--- src/wb_path_pkg.sv ---
/* Shared types for the late writeback path.
   vec_t is fixed at NUM_LANES_DEFAULT lanes, and lane 0 sits in the low bits. */

package wb_path_pkg;

  // ----------------------------
  // Widths
  // ----------------------------

  localparam int NUM_LANES_DEFAULT = 4;
  localparam int REG_ADDR_W        = 5;

  // ----------------------------
  // Data
  // ----------------------------

  typedef logic [31:0] word_t;

  // Lane 0 in bits [31:0]
  typedef word_t [NUM_LANES_DEFAULT-1:0] vec_t;

  // ----------------------------
  // Control
  // ----------------------------

  // Load subword kinds, same encoding as the decode side
  typedef enum logic [2:0] {
    LOAD_W  = 3'd0,
    LOAD_B  = 3'd1,
    LOAD_BU = 3'd2,
    LOAD_H  = 3'd3,
    LOAD_HU = 3'd4
  } load_kind_e;

  // Per memory port response holding register control
  typedef struct packed {
    logic queue_en;
    logic queue_val;
  } queue_ctrl_t;

  // M stage control, load kind shared by all ports
  typedef struct packed {
    load_kind_e load_kind;
    logic       wb_sel;
  } mem_ctrl_t;

  // One hold bit per late stage
  typedef struct packed {
    logic m;
    logic x2;
    logic x3;
    logic w;
  } stall_t;

endpackage

--- src/load_format.sv ---
/* Formats one memory port response and keeps a one-entry holding copy.
   The holding register has no reset and is only meaningful after a queue_en cycle. */

`timescale 1ns/1ps

module load_format (
  input  logic                     clk,
  input  wb_path_pkg::word_t       resp_data,
  input  wb_path_pkg::load_kind_e  load_kind,
  input  wb_path_pkg::queue_ctrl_t qctrl,
  output wb_path_pkg::word_t       load_value
);

  import wb_path_pkg::*;

  word_t formatted;
  word_t held;

  // ----------------------------
  // Subword extraction
  // ----------------------------

  always_comb begin
    case (load_kind)
      LOAD_W:  formatted = resp_data;
      LOAD_B:  formatted = {{24{resp_data[7]}}, resp_data[7:0]};
      LOAD_BU: formatted = {24'd0, resp_data[7:0]};
      LOAD_H:  formatted = {{16{resp_data[15]}}, resp_data[15:0]};
      LOAD_HU: formatted = {16'd0, resp_data[15:0]};
      default: formatted = '0;
    endcase
  end

  // ----------------------------
  // Holding register
  // ----------------------------

  // Captures the already formatted value
  always_ff @(posedge clk) begin
    if (qctrl.queue_en) begin
      held <= formatted;
    end
  end

  // Held copy wins when the response arrived during a stall
  assign load_value = qctrl.queue_val ? held : formatted;

  // Decode must never hand us an unused kind encoding
  a_legal_kind: assert property (
    @(posedge clk) disable iff ($isunknown(load_kind))
    load_kind inside {LOAD_W, LOAD_B, LOAD_BU, LOAD_H, LOAD_HU}
  ) else $error("load_format: illegal load kind %0d", load_kind);

endmodule

--- src/mem_stage.sv ---
/* Memory stage: formats the scalar and lane load responses and picks the writeback value.
   Purely combinational apart from the per-port holding registers.
   NUM_LANES must match the lane count of vec_t. */

`timescale 1ns/1ps

module mem_stage #(
  parameter int NUM_LANES = wb_path_pkg::NUM_LANES_DEFAULT
) (
  input  logic                                     clk,
  input  wb_path_pkg::word_t                       exec_result,
  input  wb_path_pkg::vec_t                        v_exec_result,
  input  wb_path_pkg::word_t                       dmemresp_data,
  input  wb_path_pkg::vec_t                        v_dmemresp_data,
  input  wb_path_pkg::mem_ctrl_t                   ctrl,
  input  wb_path_pkg::queue_ctrl_t                 qctrl,
  input  wb_path_pkg::queue_ctrl_t [NUM_LANES-1:0] v_qctrl,
  output wb_path_pkg::word_t                       wb_value,
  output wb_path_pkg::vec_t                        v_wb_value
);

  import wb_path_pkg::*;

  word_t load_value;
  vec_t  v_load_value;

  if (NUM_LANES != NUM_LANES_DEFAULT) begin : g_lane_check
    $error("mem_stage: NUM_LANES %0d does not match vec_t", NUM_LANES);
  end

  // ----------------------------
  // Load response formatting
  // ----------------------------

  load_format scalar_fmt (
    .clk        (clk),
    .resp_data  (dmemresp_data),
    .load_kind  (ctrl.load_kind),
    .qctrl      (qctrl),
    .load_value (load_value)
  );

  // Lanes share the load kind but each has its own holding register
  for (genvar i = 0; i < NUM_LANES; i++) begin : g_lane
    load_format lane_fmt (
      .clk        (clk),
      .resp_data  (v_dmemresp_data[i]),
      .load_kind  (ctrl.load_kind),
      .qctrl      (v_qctrl[i]),
      .load_value (v_load_value[i])
    );
  end

  // ----------------------------
  // Writeback select
  // ----------------------------

  // One select covers the scalar word and the whole vector
  assign wb_value   = ctrl.wb_sel ? load_value : exec_result;
  assign v_wb_value = ctrl.wb_sel ? v_load_value : v_exec_result;

endmodule

--- src/late_pipe.sv ---
/* X2, X3 and W stage registers for one payload, each held by its own stall bit.
   No reset, so out_w is undefined until the pipe has filled. */

`timescale 1ns/1ps

module late_pipe #(
  parameter type payload_t = wb_path_pkg::word_t
) (
  input  logic                clk,
  input  wb_path_pkg::stall_t stall,
  input  payload_t            in_m,
  output payload_t            out_w
);

  payload_t x2_q;
  payload_t x3_q;
  payload_t w_q;

  // ----------------------------
  // Stage registers
  // ----------------------------

  always_ff @(posedge clk) begin
    if (!stall.x2) begin
      x2_q <= in_m;
    end
  end

  // Nothing is selected at X3 here, plain copy
  always_ff @(posedge clk) begin
    if (!stall.x3) begin
      x3_q <= x2_q;
    end
  end

  always_ff @(posedge clk) begin
    if (!stall.w) begin
      w_q <= x3_q;
    end
  end

  assign out_w = w_q;

  // A stalled stage must also hold everything behind it,
  // otherwise a value would be overwritten in flight
  a_stall_order: assert property (
    @(posedge clk) disable iff ($isunknown(stall))
    (stall.w -> stall.x3) && (stall.x3 -> stall.x2) && (stall.x2 -> stall.m)
  ) else $error("late_pipe: stall order broken m=%b x2=%b x3=%b w=%b",
                stall.m, stall.x2, stall.x3, stall.w);

endmodule

--- src/regfile.sv ---
/* Scalar register file, two combinational read ports and one write port.
   Register 0 reads as zero and drops writes. Contents have no reset. */

`timescale 1ns/1ps

module regfile #(
  parameter int ADDR_W = 5
) (
  input  logic               clk,
  input  logic [ADDR_W-1:0]  raddr0,
  input  logic [ADDR_W-1:0]  raddr1,
  output wb_path_pkg::word_t rdata0,
  output wb_path_pkg::word_t rdata1,
  input  logic               wen,
  input  logic [ADDR_W-1:0]  waddr,
  input  wb_path_pkg::word_t wdata
);

  localparam int DEPTH = 2 ** ADDR_W;

  wb_path_pkg::word_t regs [DEPTH];

  // ----------------------------
  // Write port
  // ----------------------------

  always_ff @(posedge clk) begin
    if (wen && (waddr != '0)) begin
      regs[waddr] <= wdata;
    end
  end

  // ----------------------------
  // Read ports
  // ----------------------------

  // x0 forced here rather than stored
  assign rdata0 = (raddr0 == '0) ? '0 : regs[raddr0];
  assign rdata1 = (raddr1 == '0) ? '0 : regs[raddr1];

  // W stage control must present a clean address with every write
  a_waddr_known: assert property (
    @(posedge clk) wen |-> !$isunknown(waddr)
  ) else $error("regfile: write with unknown address %b", waddr);

endmodule

--- src/wb_path_top.sv ---
/* Late half of the vector datapath: memory stage, X2/X3/W pipes and scalar register file.
   Control arrives as plain selects and stalls, there is no handshake.
   wb_data_w doubles as the CSR write data. */

`timescale 1ns/1ps

module wb_path_top #(
  parameter int NUM_LANES  = wb_path_pkg::NUM_LANES_DEFAULT,
  parameter int REG_ADDR_W = wb_path_pkg::REG_ADDR_W
) (
  input  logic                                     clk,

  // M stage data and control
  input  wb_path_pkg::word_t                       exec_result_m,
  input  wb_path_pkg::vec_t                        v_exec_result_m,
  input  wb_path_pkg::word_t                       dmemresp_data,
  input  wb_path_pkg::vec_t                        v_dmemresp_data,
  input  wb_path_pkg::mem_ctrl_t                   mem_ctrl_m,
  input  wb_path_pkg::queue_ctrl_t                 queue_ctrl_m,
  input  wb_path_pkg::queue_ctrl_t [NUM_LANES-1:0] v_queue_ctrl_m,
  input  wb_path_pkg::stall_t                      stall,

  // W stage control
  input  logic                                     rf_wen_w,
  input  logic [REG_ADDR_W-1:0]                    rf_waddr_w,
  input  logic                                     isvec_w,

  // Register read
  input  logic [REG_ADDR_W-1:0]                    raddr0,
  input  logic [REG_ADDR_W-1:0]                    raddr1,
  output wb_path_pkg::word_t                       rdata0,
  output wb_path_pkg::word_t                       rdata1,

  // Writeback results
  output wb_path_pkg::word_t                       wb_data_w,
  output wb_path_pkg::vec_t                        v_wb_data_w
);

  import wb_path_pkg::*;

  word_t wb_value_m;
  vec_t  v_wb_value_m;
  logic  rf_wen;

  // ----------------------------
  // Memory stage
  // ----------------------------

  mem_stage #(
    .NUM_LANES (NUM_LANES)
  ) mem (
    .clk             (clk),
    .exec_result     (exec_result_m),
    .v_exec_result   (v_exec_result_m),
    .dmemresp_data   (dmemresp_data),
    .v_dmemresp_data (v_dmemresp_data),
    .ctrl            (mem_ctrl_m),
    .qctrl           (queue_ctrl_m),
    .v_qctrl         (v_queue_ctrl_m),
    .wb_value        (wb_value_m),
    .v_wb_value      (v_wb_value_m)
  );

  // ----------------------------
  // Late stages
  // ----------------------------

  late_pipe #(.payload_t(word_t)) scalar_pipe (
    .clk   (clk),
    .stall (stall),
    .in_m  (wb_value_m),
    .out_w (wb_data_w)
  );

  late_pipe #(.payload_t(vec_t)) vector_pipe (
    .clk   (clk),
    .stall (stall),
    .in_m  (v_wb_value_m),
    .out_w (v_wb_data_w)
  );

  // ----------------------------
  // Scalar register file
  // ----------------------------

  // Vector results never land in the scalar file
  assign rf_wen = rf_wen_w && !isvec_w;

  regfile #(
    .ADDR_W (REG_ADDR_W)
  ) rfile (
    .clk    (clk),
    .raddr0 (raddr0),
    .raddr1 (raddr1),
    .rdata0 (rdata0),
    .rdata1 (rdata1),
    .wen    (rf_wen),
    .waddr  (rf_waddr_w),
    .wdata  (wb_data_w)
  );

endmodule

--- config.mk ---
export PLATFORM = sky130hd
export DESIGN_NAME = wb_path_top
export DESIGN_NICKNAME = d
export VERILOG_FILES = /design/src/wb_path_pkg.sv /design/src/load_format.sv /design/src/mem_stage.sv /design/src/late_pipe.sv /design/src/regfile.sv /design/src/wb_path_top.sv
export SDC_FILE = /design/constraint.sdc
export NUM_CORES = 2
export LEC_CHECK = 0
export BUFFER_PORTS_ARGS = -buffer_cell sky130_fd_sc_hd__buf_2
export CORE_MARGIN = 2
export CORE_UTILIZATION = 48
export DETAILED_ROUTE_END_ITERATION = 10
export PLACE_DENSITY = 0.71
export SLEW_MARGIN = 20
export SYNTH_ARGS = -nofsm -noshare
export SYNTH_HDL_FRONTEND = slang
export SYNTH_SLANG_ARGS = --single-unit
--- constraint.sdc ---
create_clock -name clk -period 4.9 [get_ports clk]
set_input_delay 0.49 -clock clk [delete_from_list [all_inputs] [get_ports clk]]
set_output_delay 0.49 -clock clk [all_outputs]
set_load 0.05 [all_outputs]
==> impl_metrics.py <==
metrics = {
    "die": {
        "die_w_um": 392.4,
        "initial_utilization_pct": 48.36,
        "die_area_um2": 154000,
        "core_area_um2": 149800,
        "rows": 142,
        "die_h_um": 392.4,
        "ios": 580,
    },
    "cts": {
        "cts_root_buffer": "clkbuf_16",
        "htreeDepth": 4,
        "clk_latency_ps": 810,
        "clk_path_buf_depth": 3,
        "clk_pin_slew_ps": 60,
        "post_cts_buffers": 0,
        "postCtsResizedCells": 0,
        "cts_tree": "done",
        "cts_sinks": 1664,
        "cts_made_buffers": 170,
    },
    "global_routing": {
        "track_usage_pct": 28.07,
        "antenna_found_initial": 19,
        "grt_pass1_wl_um": 308500,
        "grt_max_degree": 109,
        "first_global_vias": 44290,
        "globalRouteOverflowTotal": 0,
    },
    "detailed_routing": {
        "first_iter_violations": 4716,
        "dr.pass1.iters": 6,
        "wl_per_cell_um": 31.58,
        "num_vias": 43320,
        "wirelength_um": 217300,
        "post-route-drc-count": 0,
        "ant_nets": 0,
        "viasPerCell": 6.295,
    },
    "setup_path": {
        "crit_chain": "buf_4 > buf_12 > buf_4 > mux4_2 > nor2b_1 > a211oi_1 > a311oi_1 > buf_2",
        "crit_path_top_delay_cell": "mux4_2",
        "critPathTopFamily": "buffers and inverters",
        "crit_type": "input port to output pin",
        "critical-path-max-stage-delay_ps": 550,
        "crit_top_cell": "buf_4",
        "path_max_fanout": 26,
        "worstPathArrival_ps": 3460,
        "critPathBufInv": 4,
        "required_ps": 4410,
        "start_kind": "input port",
        "endpoint_kind": "output pin",
    },
    "sta": {
        "skew_ps": 45.37,
        "fin_crit_sh_pct": 80.53,
        "max_freq_mhz": 253.4,
        "finalMaxSlewViolations": 0,
        "fin_ws_ps": 954.2,
        "tns_ps": 0,
        "rsz0062_at_grt": "no",
        "setup_viol": 0,
        "worst_pin_slew_ps": 1154,
        "period_needed_ps": 3946,
        "timing.slew.headroom_pct": 22.88,
        "hold_viol": 0,
    },
    "placed_design": {
        "port_buffers": 578,
        "finalWeightedCongestion": 0.8497,
        "post-place-ws_ps": 939.2,
        "dpl.hpwl_um": 138200,
    },
    "yosys": {
        "synth-edff-count": 1664,
        "synth_area_um2": 72420,
        "ys_ff_latch": 1664,
        "ys_seq_area_share_pct": 68.99,
        "synth_flop_cell": "edfxtp_1",
        "ys_warn_count": 0,
        "async_flop_share_pct": 0,
        "ys_types": 42,
        "synth_cells": 3799,
        "avgSynthCellArea_um2": 19.06,
    },
    "pwr": {
        "power.density_nw_per_um2": 377.1,
        "worst_ir_drop_vdd_v": 0.0003369,
        "leakage_nw": 29.58,
    },
    "layout": {
        "drive_gt1_share_pct": 36.03,
        "layout.nets": 5066,
        "n_fill_cell": 11030,
        "syn2layout_area_growth_pct": 19.55,
    },
    "run": {
        "cap_viol_max_count": 0,
    },
    "status": {
        "status": "finished, final reports clean",
    },
    "hold_path": {
        "min_path_type": "input port to flip-flop",
    },
}
[cell families (layout without fill, tap and decap cells)]
kind of cell,count (synthesis),after routing,share of synthesized area [%]
other,1,47,0.005178
DFF,1664,1664,68.99
muxes,807,807,19.37
and+or+nand+nor,417,417,3.060
AOI/OAI and AO/OA,604,604,6.304
buffers and inverters,306,1327,2.268
[cells in the final DEF (no fill, tap or decap), types with 80 or more instances in the layout]
master / netlist / layout
buf_2: 89 / 566
mux2i_1: 128 / 128
nor2b_1: 109 / 105
nand2b_1: 84 / 81
mux2_2: 226 / 226
buf_4: 50 / 156
mux4_2: 448 / 448
nand2_1: 86 / 86
o21ai_0: 93 / 93
dlygate4sd3_1: 0 / 243
clkbuf_16: 0 / 173
edfxtp_1: 1664 / 1664
o2bb2ai_1: 80 / 80
[power by group]
group / leakage [nW] / internal [W] / switching, W
logic: 11.4 / 0.00124 / 0.00213
registers: 15.5 / 0.0162 / 0.000150
clock network: 2.68 / 0.00729 / 0.00563
total: 29.6 / 0.0247 / 0.00791
[metal layers]
layer	wire, µm	track usage, %	share of wire, %	vias to the layer above
met4	10530	12.80	4.8	16
met2	108700	47.28	50	2673
li1	-	-	-	17750
met5	113	0	0.052	-
met3	21270	6.208	9.8	539
met1	76730	34.73	35	22350
[state kept, by name, summed over array words and instances, names as in the netlist]
name and flops:
mem.g_lane.lane_fmt.held 128, mem.scalar_fmt.held 32, rfile.regs 1024, scalar_pipe.out_w 32
scalar_pipe.x2_q 32, scalar_pipe.x3_q 32, vector_pipe.out_w 128, vector_pipe.x2_q 128
vector_pipe.x3_q 128
[synthesized netlist by cell type (2+ instances only)]
cell type	count	area share, %
a211o_1	39	0.47
a211oi_1	64	0.66
a21o_1	39	0.40
a221oi_1	44	0.53
a22oi_1	64	0.66
a311oi_1	64	0.77
a31o_1	23	0.28
a31o_2	16	0.19
a31oi_1	40	0.35
and2_0	2	0.017
and2_1	45	0.39
buf_2	89	0.62
buf_4	50	0.52
buf_6	25	0.39
clkbuf_1	132	0.68
clkbuf_4	2	0.021
edfxtp_1	1664	69
inv_1	7	0.036
mux2_2	226	3.5
mux2i_1	128	1.8
mux2i_4	5	0.16
mux4_2	448	14
nand2_1	86	0.45
nand2b_1	84	0.73
nand3_1	3	0.021
nor2_1	76	0.39
nor2_2	2	0.017
nor2b_1	109	0.94
o2111ai_1	20	0.24
o21ai_0	93	0.64
o21ai_1	17	0.12
o2bb2ai_1	80	0.97
or2_1	2	0.017
or2_2	2	0.017
or4_1	2	0.021
[path summary, 6_finish.rpt]
kind	end	slack, ps	from	depth (start not counted)
worst max-delay path	rdata0[11]	950	raddr0[0]	8
worst min register to register	vector_pipe.x3_q[100]	410	vector_pipe.x2_q[100]	0
worst min-delay path	mem.g_lane[0].lane_fmt.held[7]	60	v_dmemresp_data[7]	2
worst max register to register	rfile.regs[21][30]	3460	scalar_pipe.out_w[30]	0
[metrics by stage]
step | instances | instance area [µm²] | hold WS, ps | utilization [%] | power, W
final | 6882 | 86580 | 60.98 | 57.81 | 0.03265
after global routing | 6877 | 86570 | 28.50 | 57.80 | 0.03352
after CTS | 6864 | 86490 | 1.104 | 57.74 | 0.03276
after detailed placement | 6308 | 78540 | 404.5 | 52.44 | 0.01983
after global placement | 6308 | 78530 | 400.9 | 52.43 | 0.01978
after floorplan | 3830 | 72540 | 400.3 | - | 0.01864
[area by class of cell]
type                            count  area [µm²]  share of cell area [%]
Timing Repair Buffer             1007        7249                   8.373
Clock buffer                      214        4483                   5.178
Clock inverter                     99        1031                   1.191
Sequential cell                  1664       49970                   57.71
Tap cell                         2016        2522                   2.913
Antenna cell                       15       37.54                 0.04335
Multi-Input combinational cell   1860       21240                   24.53
Inverter                            7       48.80                 0.05636
[repair_timing]
| action | 4_1_cts | 5_1_grt |
|---|---|---|
| hold buffers | 243 | 0 |
| endpoints found under the hold margin | 243 | 0 |
| endpoints found under the setup margin | 0 | 0 |
Note: power is estimated with default switching activity, not from simulation.
